<file path="config.mk">
export PLATFORM = sky130hd
export DESIGN_NAME = cpu6502Lite
export DESIGN_NICKNAME = d
export VERILOG_FILES = /design/src/isaPkg.sv /design/src/controlPkg.sv /design/src/indexRegister.sv /design/src/internalBus.sv /design/src/aluAccum.sv /design/src/addressUnit.sv /design/src/instructionDecode.sv /design/src/cpu6502Lite.sv
export SDC_FILE = /design/constraint.sdc
export NUM_CORES = 1
export LEC_CHECK = 0
export BUFFER_PORTS_ARGS = -buffer_cell sky130_fd_sc_hd__buf_2
export CORE_ASPECT_RATIO = 1.25
export CORE_MARGIN = 2
export CORE_UTILIZATION = 41
export DETAILED_ROUTE_END_ITERATION = 16
export PLACE_DENSITY_LB_ADDON = 0.15
export SYNTH_ARGS = -nofsm -noshare
export SYNTH_HDL_FRONTEND = slang
export SYNTH_HIERARCHICAL = 1
export SYNTH_SLANG_ARGS = --single-unit
</file>
<file path="constraint.sdc">
create_clock -name phi2 -period 4.74 [get_ports phi2]
set_clock_uncertainty 0.2 [all_clocks]
set_input_delay 0.711 -clock phi2 [delete_from_list [all_inputs] [get_ports phi2]]
set_output_delay 0.711 -clock phi2 [all_outputs]
set_load 0.01 [all_outputs]
</file>
<file path="src/isaPkg.sv">
/* instruction-set constants for the reduced 6502 subset
   opcodes are the standard NMOS values; anything else decodes as NOP */
package isaPkg;

  typedef logic [7:0]  byteT;
  typedef logic [15:0] addrT;

  // immediate operand group
  localparam byteT opLdaImm = 8'hA9;
  localparam byteT opLdxImm = 8'hA2;
  localparam byteT opLdyImm = 8'hA0;
  localparam byteT opAdcImm = 8'h69;
  localparam byteT opAndImm = 8'h29;
  localparam byteT opOraImm = 8'h09;
  localparam byteT opEorImm = 8'h49;

  // implied, two cycles each
  localparam byteT opInx = 8'hE8;
  localparam byteT opIny = 8'hC8;
  localparam byteT opDex = 8'hCA;
  localparam byteT opDey = 8'h88;
  localparam byteT opTax = 8'hAA;
  localparam byteT opTay = 8'hA8;
  localparam byteT opTxa = 8'h8A;
  localparam byteT opTya = 8'h98;
  localparam byteT opClc = 8'h18;
  localparam byteT opSec = 8'h38;
  localparam byteT opNop = 8'hEA;

  // absolute addressing
  localparam byteT opStaAbs = 8'h8D;
  localparam byteT opJmpAbs = 8'h4C;

  localparam addrT resetVector = 16'hFFFC;

  // index 0 is X, index 1 is Y
  localparam int numIndex = 2;

endpackage

</file>
<file path="src/controlPkg.sv">
/* control encodings passed from the decoder into the datapath
   timing states cover reset vector fetch and the absolute-mode cycles only */
package controlPkg;

  // decoder cycle state
  typedef enum logic [2:0] {
    tReset0,
    tReset1,
    tFetch,
    tOperand,
    tAbsLo,
    tAbsHi,
    tWrite
  } timingT;

  // aluPass loads sb into the accumulator unchanged
  typedef enum logic [2:0] {
    aluPass,
    aluAdd,
    aluAnd,
    aluOr,
    aluEor
  } aluOpT;

  // internal bus driver
  typedef enum logic [1:0] {
    srcData,
    srcAcc,
    srcX,
    srcY
  } busSrcT;

  // address bus source
  typedef enum logic [1:0] {
    addrPc,
    addrOperand,
    addrVector
  } addrSrcT;

endpackage

</file>
<file path="src/indexRegister.sv">
/* 8-bit index register, increment and decrement wrap modulo 256
   load has priority over the counting strobes */
`timescale 1ns/1ps

module indexRegister (
  input  logic         phi2,
  input  logic         rstN,
  input  logic         rdy,
  input  isaPkg::byteT sb,
  input  logic         load,
  input  logic         inc,
  input  logic         dec,
  output isaPkg::byteT value
);

  always_ff @(posedge phi2 or negedge rstN) begin
    if (!rstN) begin
      value <= 8'h00;
    end else if (rdy) begin
      if (load) begin
        value <= sb;
      end else if (inc) begin
        value <= value + 8'd1;
      end else if (dec) begin
        value <= value - 8'd1;
      end
    end
  end

endmodule

</file>
<file path="src/internalBus.sv">
/* internal bus selector for loads and register transfers
   purely combinational, no precharge modelling */
`timescale 1ns/1ps

module internalBus (
  input  controlPkg::busSrcT busSrc,
  input  isaPkg::byteT       dataIn,
  input  isaPkg::byteT       acc,
  input  isaPkg::byteT       xValue,
  input  isaPkg::byteT       yValue,
  output isaPkg::byteT       sb
);
  import controlPkg::*;

  always_comb begin
    case (busSrc)
      srcData: sb = dataIn;
      srcAcc:  sb = acc;
      srcX:    sb = xValue;
      srcY:    sb = yValue;
      default: sb = dataIn;
    endcase
  end

endmodule

</file>
<file path="src/aluAccum.sv">
/* accumulator with binary add and logic ops; carry is the only flag kept
   only the add updates carry, besides CLC and SEC */
`timescale 1ns/1ps

module aluAccum (
  input  logic              phi2,
  input  logic              rstN,
  input  logic              rdy,
  input  isaPkg::byteT      sb,
  input  controlPkg::aluOpT aluOp,
  input  logic              accLoad,
  input  logic              carrySet,
  input  logic              carryClear,
  output isaPkg::byteT      acc
);
  import isaPkg::*;
  import controlPkg::*;

  logic       carry;
  logic [8:0] sum;
  byteT       aluResult;

  always_comb begin
    sum = {1'b0, acc} + {1'b0, sb} + {8'd0, carry};
    case (aluOp)
      aluPass: aluResult = sb;
      aluAdd:  aluResult = sum[7:0];
      aluAnd:  aluResult = acc & sb;
      aluOr:   aluResult = acc | sb;
      aluEor:  aluResult = acc ^ sb;
      default: aluResult = sb;
    endcase
  end

  always_ff @(posedge phi2 or negedge rstN) begin
    if (!rstN) begin
      acc   <= 8'h00;
      carry <= 1'b0;
    end else if (rdy) begin
      if (accLoad) begin
        acc <= aluResult;
      end
      // carry out of bit 7
      if (accLoad && aluOp == aluAdd) begin
        carry <= sum[8];
      end else if (carrySet) begin
        carry <= 1'b1;
      end else if (carryClear) begin
        carry <= 1'b0;
      end
    end
  end

endmodule

</file>
<file path="src/addressUnit.sv">
/* program counter, operand latches and address bus mux
   pcLoad sees a byte being latched in the same cycle, so JMP needs no extra cycle */
`timescale 1ns/1ps

module addressUnit (
  input  logic                phi2,
  input  logic                rstN,
  input  logic                rdy,
  input  isaPkg::byteT        dataIn,
  input  logic                pcInc,
  input  logic                pcLoad,
  input  logic                loLatch,
  input  logic                hiLatch,
  input  controlPkg::addrSrcT addrSel,
  output isaPkg::addrT        addressBus
);
  import isaPkg::*;
  import controlPkg::*;

  addrT pc;
  byteT opLo;
  byteT opHi;
  addrT operandNext;

  // high byte arrives on dataIn in the cycle that loads the counter
  assign operandNext = {dataIn, opLo};

  always_ff @(posedge phi2) begin
    if (rdy && loLatch) begin
      opLo <= dataIn;
    end
    if (rdy && hiLatch) begin
      opHi <= dataIn;
    end
  end

  always_ff @(posedge phi2 or negedge rstN) begin
    if (!rstN) begin
      pc <= 16'h0000;
    end else if (rdy) begin
      if (pcLoad) begin
        pc <= operandNext;
      end else if (pcInc) begin
        pc <= pc + 16'd1;
      end
    end
  end

  // vector low bit follows hiLatch to give FFFC then FFFD
  always_comb begin
    case (addrSel)
      addrOperand: addressBus = {opHi, opLo};
      addrVector:  addressBus = resetVector | addrT'(hiLatch);
      default:     addressBus = pc;
    endcase
  end

endmodule

</file>
<file path="src/instructionDecode.sv">
/* cycle state machine and decoder, strobes apply to the current cycle only
   unsupported opcodes run as a two-cycle NOP */
`timescale 1ns/1ps

module instructionDecode (
  input  logic                        phi2,
  input  logic                        rstN,
  input  logic                        rdy,
  input  isaPkg::byteT                dataIn,
  output controlPkg::aluOpT           aluOp,
  output controlPkg::busSrcT          busSrc,
  output logic                        accLoad,
  output logic                        carrySet,
  output logic                        carryClear,
  output logic [isaPkg::numIndex-1:0] idxLoad,
  output logic [isaPkg::numIndex-1:0] idxInc,
  output logic [isaPkg::numIndex-1:0] idxDec,
  output logic                        pcInc,
  output logic                        pcLoad,
  output logic                        loLatch,
  output logic                        hiLatch,
  output controlPkg::addrSrcT         addrSel,
  output logic                        rw,
  output logic                        sync
);
  import isaPkg::*;
  import controlPkg::*;

  timingT state;
  timingT nextState;
  byteT   opcode;

  always_ff @(posedge phi2 or negedge rstN) begin
    if (!rstN) begin
      state <= tReset0;
    end else if (rdy) begin
      state <= nextState;
    end
  end

  always_ff @(posedge phi2) begin
    if (rdy && state == tFetch) begin
      opcode <= dataIn;
    end
  end

  always_comb begin
    aluOp      = aluPass;
    busSrc     = srcData;
    accLoad    = 1'b0;
    carrySet   = 1'b0;
    carryClear = 1'b0;
    idxLoad    = '0;
    idxInc     = '0;
    idxDec     = '0;
    pcInc      = 1'b0;
    pcLoad     = 1'b0;
    loLatch    = 1'b0;
    hiLatch    = 1'b0;
    addrSel    = addrPc;
    rw         = 1'b1;
    sync       = 1'b0;
    nextState  = state;
    case (state)
      tReset0: begin
        addrSel   = addrVector;
        loLatch   = 1'b1;
        nextState = tReset1;
      end
      // hiLatch also selects FFFD on the vector address
      tReset1: begin
        addrSel   = addrVector;
        hiLatch   = 1'b1;
        pcLoad    = 1'b1;
        nextState = tFetch;
      end
      tFetch: begin
        sync  = 1'b1;
        pcInc = 1'b1;
        if (dataIn == opStaAbs || dataIn == opJmpAbs) begin
          nextState = tAbsLo;
        end else begin
          nextState = tOperand;
        end
      end
      tOperand: begin
        nextState = tFetch;
        case (opcode)
          opLdaImm: begin
            pcInc   = 1'b1;
            accLoad = 1'b1;
          end
          opLdxImm: begin
            pcInc      = 1'b1;
            idxLoad[0] = 1'b1;
          end
          opLdyImm: begin
            pcInc      = 1'b1;
            idxLoad[1] = 1'b1;
          end
          opAdcImm: begin
            pcInc   = 1'b1;
            aluOp   = aluAdd;
            accLoad = 1'b1;
          end
          opAndImm: begin
            pcInc   = 1'b1;
            aluOp   = aluAnd;
            accLoad = 1'b1;
          end
          opOraImm: begin
            pcInc   = 1'b1;
            aluOp   = aluOr;
            accLoad = 1'b1;
          end
          opEorImm: begin
            pcInc   = 1'b1;
            aluOp   = aluEor;
            accLoad = 1'b1;
          end
          opInx: idxInc[0] = 1'b1;
          opIny: idxInc[1] = 1'b1;
          opDex: idxDec[0] = 1'b1;
          opDey: idxDec[1] = 1'b1;
          opTax: begin
            busSrc     = srcAcc;
            idxLoad[0] = 1'b1;
          end
          opTay: begin
            busSrc     = srcAcc;
            idxLoad[1] = 1'b1;
          end
          opTxa: begin
            busSrc  = srcX;
            accLoad = 1'b1;
          end
          opTya: begin
            busSrc  = srcY;
            accLoad = 1'b1;
          end
          opClc: carryClear = 1'b1;
          opSec: carrySet = 1'b1;
          // NOP and everything outside the subset
          default: nextState = tFetch;
        endcase
      end
      tAbsLo: begin
        loLatch   = 1'b1;
        pcInc     = 1'b1;
        nextState = tAbsHi;
      end
      tAbsHi: begin
        hiLatch = 1'b1;
        if (opcode == opJmpAbs) begin
          pcLoad    = 1'b1;
          nextState = tFetch;
        end else begin
          pcInc     = 1'b1;
          nextState = tWrite;
        end
      end
      tWrite: begin
        addrSel   = addrOperand;
        rw        = 1'b0;
        nextState = tFetch;
      end
      default: nextState = tReset0;
    endcase
  end

endmodule

</file>
<file path="src/cpu6502Lite.sv">
/* single-clock 6502 subset core, no interrupts, stack or decimal mode
   memory is external with combinational read data; rw low marks a write cycle */
`timescale 1ns/1ps

module cpu6502Lite (
  input  logic         phi2,
  input  logic         rstN,
  input  logic         rdy,
  input  isaPkg::byteT dataIn,
  output isaPkg::byteT dataOut,
  output isaPkg::addrT addressBus,
  output logic         rw,
  output logic         sync
);
  import isaPkg::*;
  import controlPkg::*;

  aluOpT               aluOp;
  busSrcT              busSrc;
  addrSrcT             addrSel;
  logic                accLoad;
  logic                carrySet;
  logic                carryClear;
  logic [numIndex-1:0] idxLoad;
  logic [numIndex-1:0] idxInc;
  logic [numIndex-1:0] idxDec;
  logic                pcInc;
  logic                pcLoad;
  logic                loLatch;
  logic                hiLatch;
  byteT                sb;
  byteT                acc;
  byteT                idxValue [numIndex];

  assign dataOut = acc;

  instructionDecode instructionDecode_inst (
    .phi2       (phi2),
    .rstN       (rstN),
    .rdy        (rdy),
    .dataIn     (dataIn),
    .aluOp      (aluOp),
    .busSrc     (busSrc),
    .accLoad    (accLoad),
    .carrySet   (carrySet),
    .carryClear (carryClear),
    .idxLoad    (idxLoad),
    .idxInc     (idxInc),
    .idxDec     (idxDec),
    .pcInc      (pcInc),
    .pcLoad     (pcLoad),
    .loLatch    (loLatch),
    .hiLatch    (hiLatch),
    .addrSel    (addrSel),
    .rw         (rw),
    .sync       (sync)
  );

  // X and Y
  for (genvar i = 0; i < numIndex; i++) begin : genIndex
    indexRegister indexRegister_inst (
      .phi2  (phi2),
      .rstN  (rstN),
      .rdy   (rdy),
      .sb    (sb),
      .load  (idxLoad[i]),
      .inc   (idxInc[i]),
      .dec   (idxDec[i]),
      .value (idxValue[i])
    );
  end

  internalBus internalBus_inst (
    .busSrc (busSrc),
    .dataIn (dataIn),
    .acc    (acc),
    .xValue (idxValue[0]),
    .yValue (idxValue[1]),
    .sb     (sb)
  );

  aluAccum aluAccum_inst (
    .phi2       (phi2),
    .rstN       (rstN),
    .rdy        (rdy),
    .sb         (sb),
    .aluOp      (aluOp),
    .accLoad    (accLoad),
    .carrySet   (carrySet),
    .carryClear (carryClear),
    .acc        (acc)
  );

  addressUnit addressUnit_inst (
    .phi2       (phi2),
    .rstN       (rstN),
    .rdy        (rdy),
    .dataIn     (dataIn),
    .pcInc      (pcInc),
    .pcLoad     (pcLoad),
    .loLatch    (loLatch),
    .hiLatch    (hiLatch),
    .addrSel    (addrSel),
    .addressBus (addressBus)
  );

endmodule

</file>
==> results of run 1 <==
[power groups by stage]
stage	clock, mW	sequential [mW]	combinational (mW)
global route	0.777	0.954	1.19
floorplan	0	0.857	0.812
global placement	0	0.940	1.03
finish	0.739	0.935	1.05
CTS	0.753	0.930	1.06
detailed placement	0	0.942	1.05
[metrics by stage]
stage	instance area [µm²]	utilization	setup slack (ns)	power [mW]	hold WS (ns)
floorplan	5540	-	0.541	1.67	0.215
global placement	5840	0.441	0.525	1.97	0.314
detailed placement	5840	0.441	0.447	1.99	0.316
CTS	6160	0.466	0.423	2.74	0.305
global route	6160	0.466	0.244	2.92	0.325
finish	6160	0.466	0.390	2.73	0.271
[final cells by class]
type | count | area (µm²)
Fill cell | 1322 | 7070
Multi-Input combinational cell | 468 | 3390
Sequential cell | 68 | 1820
Timing Repair Buffer | 48 | 270
Clock buffer | 9 | 225
Tap cell | 171 | 214
Inverter | 37 | 139
Clock inverter | 7 | 100
[logic make-up (layout without fill, tap and decap cells)]
family,count (synthesis),after routing,synth area share
AOI/OAI and AO/OA,176,176,0.204
DFF,68,68,0.329
adders and majority gates,35,35,0.0845
and+or+nand+nor,219,219,0.224
xor gates and xnor gates,12,12,0.0190
muxes,26,26,0.0766
buffers and inverters,71,101,0.0630
[worst reg2reg max path, delay by kind of cell, from the launching register on]
family | cells | cell delay [ns]
multiplexers | 2 | 0.89
AO/OA/AOI/OAI | 2 | 0.37
buffers and inverters | 1 | 0.09
adder cells (fa/ha/maj) | 2 | 0.91
AND/OR/NAND/NOR | 3 | 1.31
flip-flops | 1 | 0.52
[registers in the layout (all words and copies together), names as in the netlist]
name	cells
instructionDecode_inst/opcode	8
instructionDecode_inst/state	3
addressUnit_inst/pc	16
addressUnit_inst/opHi	8
aluAccum_inst/acc	8
genIndex.indexRegister_inst/value	16
aluAccum_inst/carry	1
addressUnit_inst/opLo	8
[per-layer routing]
| metal | GRT usage | vias to the layer above | share of wire |
|---|---|---|---|
| met5 | 0 | - | 0 |
| met4 | 0.106 | 0 | 0.034 |
| met3 | 0.0330 | 32 | 0.049 |
| met2 | 0.387 | 138 | 0.49 |
| met1 | 0.299 | 2400 | 0.43 |
| li1 | - | 2330 | - |
[path summary, 6_finish.rpt]
check | from | endpoint | slack (ns) | cells past startpoint
min reg2reg | addressUnit_inst/opLo[0]$_DFFE_PP_ | addressUnit_inst/pc[0]$_DFFE_PN0P_ | 0.32 | 2
min | rstN | instructionDecode_inst/state[0]$_DFFE_PN0P_ | 0.27 | 2
min in group phi2 | addressUnit_inst/opLo[0]$_DFFE_PP_ | addressUnit_inst/pc[0]$_DFFE_PN0P_ | 0.32 | 2
max reg2reg | instructionDecode_inst/opcode[6]$_DFFE_PP_ | aluAccum_inst/acc[1]$_DFFE_PN0P_ | 0.39 | 10
max | instructionDecode_inst/opcode[6]$_DFFE_PP_ | aluAccum_inst/acc[1]$_DFFE_PN0P_ | 0.39 | 10
max in group asynchronous | rstN | addressUnit_inst/pc[4]$_DFFE_PN0P_ | 3.59 | 2
[cell usage in the layout, fill, tap and decap left out, types with 4 or more instances in the layout]
cell type  synthesis  final
a211oi_1           9      9
a21o_1             9      9
a21oi_1           44     44
a22oi_1            5      5
a31oi_1            5      5
and3_1            10     10
buf_2              5     36
buf_4              3     12
clkbuf_16          0      9
dfrtp_1           44     44
edfxtp_1          24     24
fa_1               4      4
ha_1              31     31
inv_1             37     37
mux2i_1           12     12
mux4_2            10     10
nand2_1           55     55
nand2b_1          12     12
nand3_1           19     19
nand4_1            5      5
nor2_1            29     29
nor2b_1            7      7
nor3_1            14     14
nor3b_1            5      5
nor4_1            16     12
nor4_2             1      5
o21a_1             4      4
o21ai_0           50     50
o21ai_1            5      5
o21bai_1           4      4
o221ai_1           4      4
o22ai_1            6      6
o31ai_1            6      6
or3_1             10     10
xnor2_1            9      9
[cell usage after synthesis (all sizes together) (3+ instances only)]
master / instances
a22oi: 5
fa: 4
o22ai: 6
dfrtp: 44
nand3: 20
a21oi: 45
or3: 11
ha: 31
mux4: 12
clkbuf: 19
and2: 4
xnor2: 9
o21a: 4
nor2b: 7
nor3b: 5
nor4: 17
nand3b: 4
edfxtp: 24
nand2: 58
inv: 37
o311ai: 3
mux2i: 12
nor3: 16
a21o: 9
o21bai: 4
xor2: 3
or4: 3
nand4: 6
o221ai: 4
a211oi: 11
nor2: 30
o31ai: 8
or4b: 3
o21ai: 55
buf: 15
and3: 10
a31oi: 5
nand2b: 12
==> flow_summary.ini, run 1 <==
[outcome]
status = finished clean

[placement]
gp_congestion = 0.939
dp.cells = 792
place_hpwl_mm = 11.6
portBuffers = 36

[worst_setup_path]
cp_slowest_cell = or4b_4
start_kind = flip-flop
critPathCaptureType = flip-flop
required_ns = 4.81
crit_family = simple AND/OR/NAND/NOR gates
crit_path_max_fanout = 9
criticalPathCategory = flip-flop to flip-flop
worstPathArrival_ns = 4.42
critPathMaxStageDelay_ns = 0.62
crit_buf_inv = 1
cp_cell_sequence = or4b_4 > or4b_4 > nor2_1 > mux4_2 > fa_1 > inv_1 > fa_1 > mux4_2 > a211o_1 > o21ai_1

[clock_network]
cts-hold-fix-buffers = 0
clk_latency_ns = 0.35
numClockSinks = 68
clk_pin_slew_ns = 0.06
post_cts_resized = 0
htree_levels = 3
cts_buffer_depth = 2
postCtsSetupRepairBufs = 0
tritoncts = built
cts_buffers = 9
clock-root-buffer = clkbuf_16

[floorplan]
fp.dieH_um = 134
initial_core_util = 0.419
rows = 47
dieArea_um2 = 14500
ios = 37
coreArea_um2 = 13200
die_x_um = 108

[power]
pwr-share-comb = 0.386
power.switching_mw = 1.06
p_clk_frac = 0.271
leakagePower_nw = 2.45
power.density_nw_per_um2 = 442
seqPwrFrac = 0.343
worst_ir_drop_vdd_uv = 222
swShare = 0.389
p_int_mw = 1.67

[min_path]
min_path_type = input pin to async pin

[global_routing]
grt_usage = 0.233
overflow = 0
antenna_found_initial = 0
grt_pass1_wl_mm = 25.7
grt_max_degree = 45
grt_pass1_vias = 4703

[drt]
drtIter0Drc = 373
drt_pass1_iterations = 6
wire_per_inst_um = 19.8
vias_per_cell = 6.06
antenna_left = 0
route.vias.total = 4900
route.detailed.drc = 0
wirelength_mm = 16.0

[synth]
syn-cell-area_um2 = 5540
synthTopCellsByArea = dfrtp_1 20%, edfxtp_1 13%, ha_1 7.0%
synth.avg_cell_area_um2 = 9.13
ys_ff_latch = 68
synth_top_cell_by_area = dfrtp_1
ys_seq_area_frac = 0.329
synth_ff_type = dfrtp_1
yosys.area.top_type_share = 0.199
syn_nets = 653
yosys_warnings = 6
synth_edf_count = 24
synth_cell_types = 83
synthArstFlopShare = 0.647
post_synth_inst_count = 607

[sta]
tightest_slew_ns = 0.979
setup-tns-final_ns = 0
min_period_ns = 4.35
setup_viol = 0
timing.fmax_mhz = 230
finalHoldViolCount = 0
slew_headroom = 0.344
slew_viol_final = 0
finalCritPeriodShare = 0.918
rsz0062_at_grt = false

[layout]
area_delta_synth_final_pct = 11.3
instances_no_fill = 808
drive_gt1_frac = 0.171
n_antenna_cell = 0
nNetsFinal = 678

[job]
cap_violations = 0
Note: power is estimated with default switching activity, not from simulation.
==> inputs of run 2 (changes only) <==
==> constraint.sdc (replaced) <==
create_clock -name phi2 -period 3.5 [get_ports phi2]
set_clock_uncertainty 0.2 [all_clocks]
set_input_delay 0.525 -clock phi2 [delete_from_list [all_inputs] [get_ports phi2]]
set_output_delay 0.525 -clock phi2 [all_outputs]
set_load 0.01 [all_outputs]
==> run 2 against run 1 <==
  * The flow now finishes with violations (setup timing)
  * Power increased by 46%
  * Maximum frequency increased by 13%
  * Sequential cell count unchanged
  * Worst setup slack got worse by 0.75 ns
  * Non-clock buffer count increased by 72
  * Critical endpoint unchanged
==> flow_summary.ini, run 2 (synthesis gave the netlist of run 1 again) <==
[outcome]
status = finished with violations
failed_checks = setup timing

[sta]
setup-tns-final_ns = -2.04
slew_viol_final = 0
rsz0062_at_grt = true
min_period_ns = 3.86
finalHoldViolCount = 0
tightest_slew_ns = 0.940
timing.final.ws_setup_ns = -0.361
setup_viol = 8
finalCritPeriodShare = 1.10
slew_headroom = 0.370
timing.fmax_mhz = 259

[clock_network]
htree_levels = 3
clk_latency_ns = 0.34
tritoncts = built
cts_buffer_depth = 2
clock-root-buffer = clkbuf_16
numClockSinks = 68
clk_pin_slew_ns = 0.06
cts-hold-fix-buffers = 0
cts_buffers = 9

[placement]
dpl_worst_slack_ns = -0.482
portBuffers = 36
dp.cells = 858
place_hpwl_mm = 13.0
gp_congestion = 0.932
placed_area_um2 = 6380

[global_routing]
grt_usage = 0.247
grt_pass1_vias = 5165
antenna_found_initial = 0
overflow = 0
grt_pass1_wl_mm = 27.6
grt_max_degree = 33

[worst_setup_path]
reg2regPathDepth = 10
crit_path_max_fanout = 2
worstPathArrival_ns = 3.92
r2r_setup_slack_ns = -0.36
start_kind = flip-flop
required_ns = 3.56
r2r_end = aluAccum_inst/acc[1]$_DFFE_PN0P_
critPathCaptureType = flip-flop
criticalPathCategory = flip-flop to flip-flop
crit-reg2reg-launch = instructionDecode_inst/opcode[0]$_DFFE_PP_

[layout]
nNetsFinal = 750
multi_input_area_um2 = 3500
layout_commonest_cell = buf_4
design_area_um2 = 6870
final_cell_mix = 80 x buf_4, 55 x nand2_1, 46 x o21ai_0
drive_gt1_frac = 0.282
final.fill_count = 1198
seq_area_um2 = 1820
n_antenna_cell = 0
instances_no_fill = 880
area_delta_synth_final_pct = 24.0
top_regs = addressUnit_inst/pc x16, genIndex.indexRegister_inst/value x16

[floorplan]
coreArea_um2 = 13200
fp.dieH_um = 134
die_x_um = 108
dieArea_um2 = 14500
rows = 47
initial_core_util = 0.419
ios = 37

[job]
cap_violations = 0

[drt]
route.vias.total = 5186
wirelength_mm = 17.2
wire_per_inst_um = 19.5
route.detailed.drc = 0
drtIter0Drc = 314
antenna_left = 0
drt_pass1_iterations = 4
vias_per_cell = 5.89

[power]
power.density_nw_per_um2 = 579
leakagePower_nw = 2.80
worst_ir_drop_vdd_uv = 289
total_power_mw = 3.98

[min_path]
min_path_type = input pin to async pin
## run 2: cell types whose count changed in the layout (fill, tap and decap cells not counted), moves of 4 or more
cell,delta
o21ai_1,+4
inv_2,+6
inv_1,-6
buf_4,+68
o21ai_0,-4
## run 2: report_power, final
group	leakage [nW]	switching, mW	internal [mW]
Combinational	1.88	0.876	0.799
Clock	0.155	0.371	0.696
Sequential	0.763	0.251	0.985
## run 2: layout make-up
cell class              count  share of cell area
clock inverters             6              0.0164
clock buffers              10              0.0333
flip-flops and latches     68               0.265
multi-input cells         468               0.510
repair buffers            120               0.124
inverters                  37              0.0202
well taps                 171              0.0311
## run 2: worst max-delay path, stage by stage (launching register included)
cell and delay, ns:
edfxtp_1 0.37, or4b_4 0.55, or4b_4 0.53, nor2_4 0.12, mux4_2 0.33, fa_2 0.38
inv_2 0.07, fa_1 0.40, mux4_2 0.46, a211o_1 0.30, o21ai_1 0.07
## run 2: how the worst max path moves through the flow
stage                                       endpoint  slack (ns)  cells after the start                                       start
finish              aluAccum_inst/acc[1]$_DFFE_PN0P_       -0.36                     10  instructionDecode_inst/opcode[0]$_DFFE_PP_
global route        aluAccum_inst/acc[1]$_DFFE_PN0P_       -0.46                     10  instructionDecode_inst/opcode[6]$_DFFE_PP_
CTS                 aluAccum_inst/acc[1]$_DFFE_PN0P_       -0.34                     11  instructionDecode_inst/opcode[0]$_DFFE_PP_
detailed placement  aluAccum_inst/acc[1]$_DFFE_PN0P_       -0.48                     10  instructionDecode_inst/opcode[0]$_DFFE_PP_
global placement    aluAccum_inst/acc[1]$_DFFE_PN0P_       -0.38                     10  instructionDecode_inst/opcode[0]$_DFFE_PP_
floorplan           aluAccum_inst/acc[1]$_DFFE_PN0P_       -0.56                     12  instructionDecode_inst/opcode[6]$_DFFE_PP_
## run 2: through the flow
stage | hold WS (ns) | utilization
after floorplan | 0.0294 | -
after global placement | 0.306 | 0.482
after detailed placement | 0.317 | 0.482
after CTS | 0.0985 | 0.515
after global routing | 0.119 | 0.519
final | 0.0703 | 0.519
## run 2: layer usage
metal,share of wire,vias to the layer above,global-route usage
met5,0,-,0
met4,0.036,0,0.107
met3,0.039,39,0.0272
met2,0.52,145,0.454
met1,0.40,2533,0.287
li1,-,2469,-
## run 2: timing repair
| item | in CTS | in global routing |
|---|---|---|
| gates resized for setup | 17 | 9 |
| setup endpoints to repair | 9 | 12 |
| cloned | 0 | 0 |
| pin swaps | 4 | 2 |
| buffers inserted | 4 | 3 |
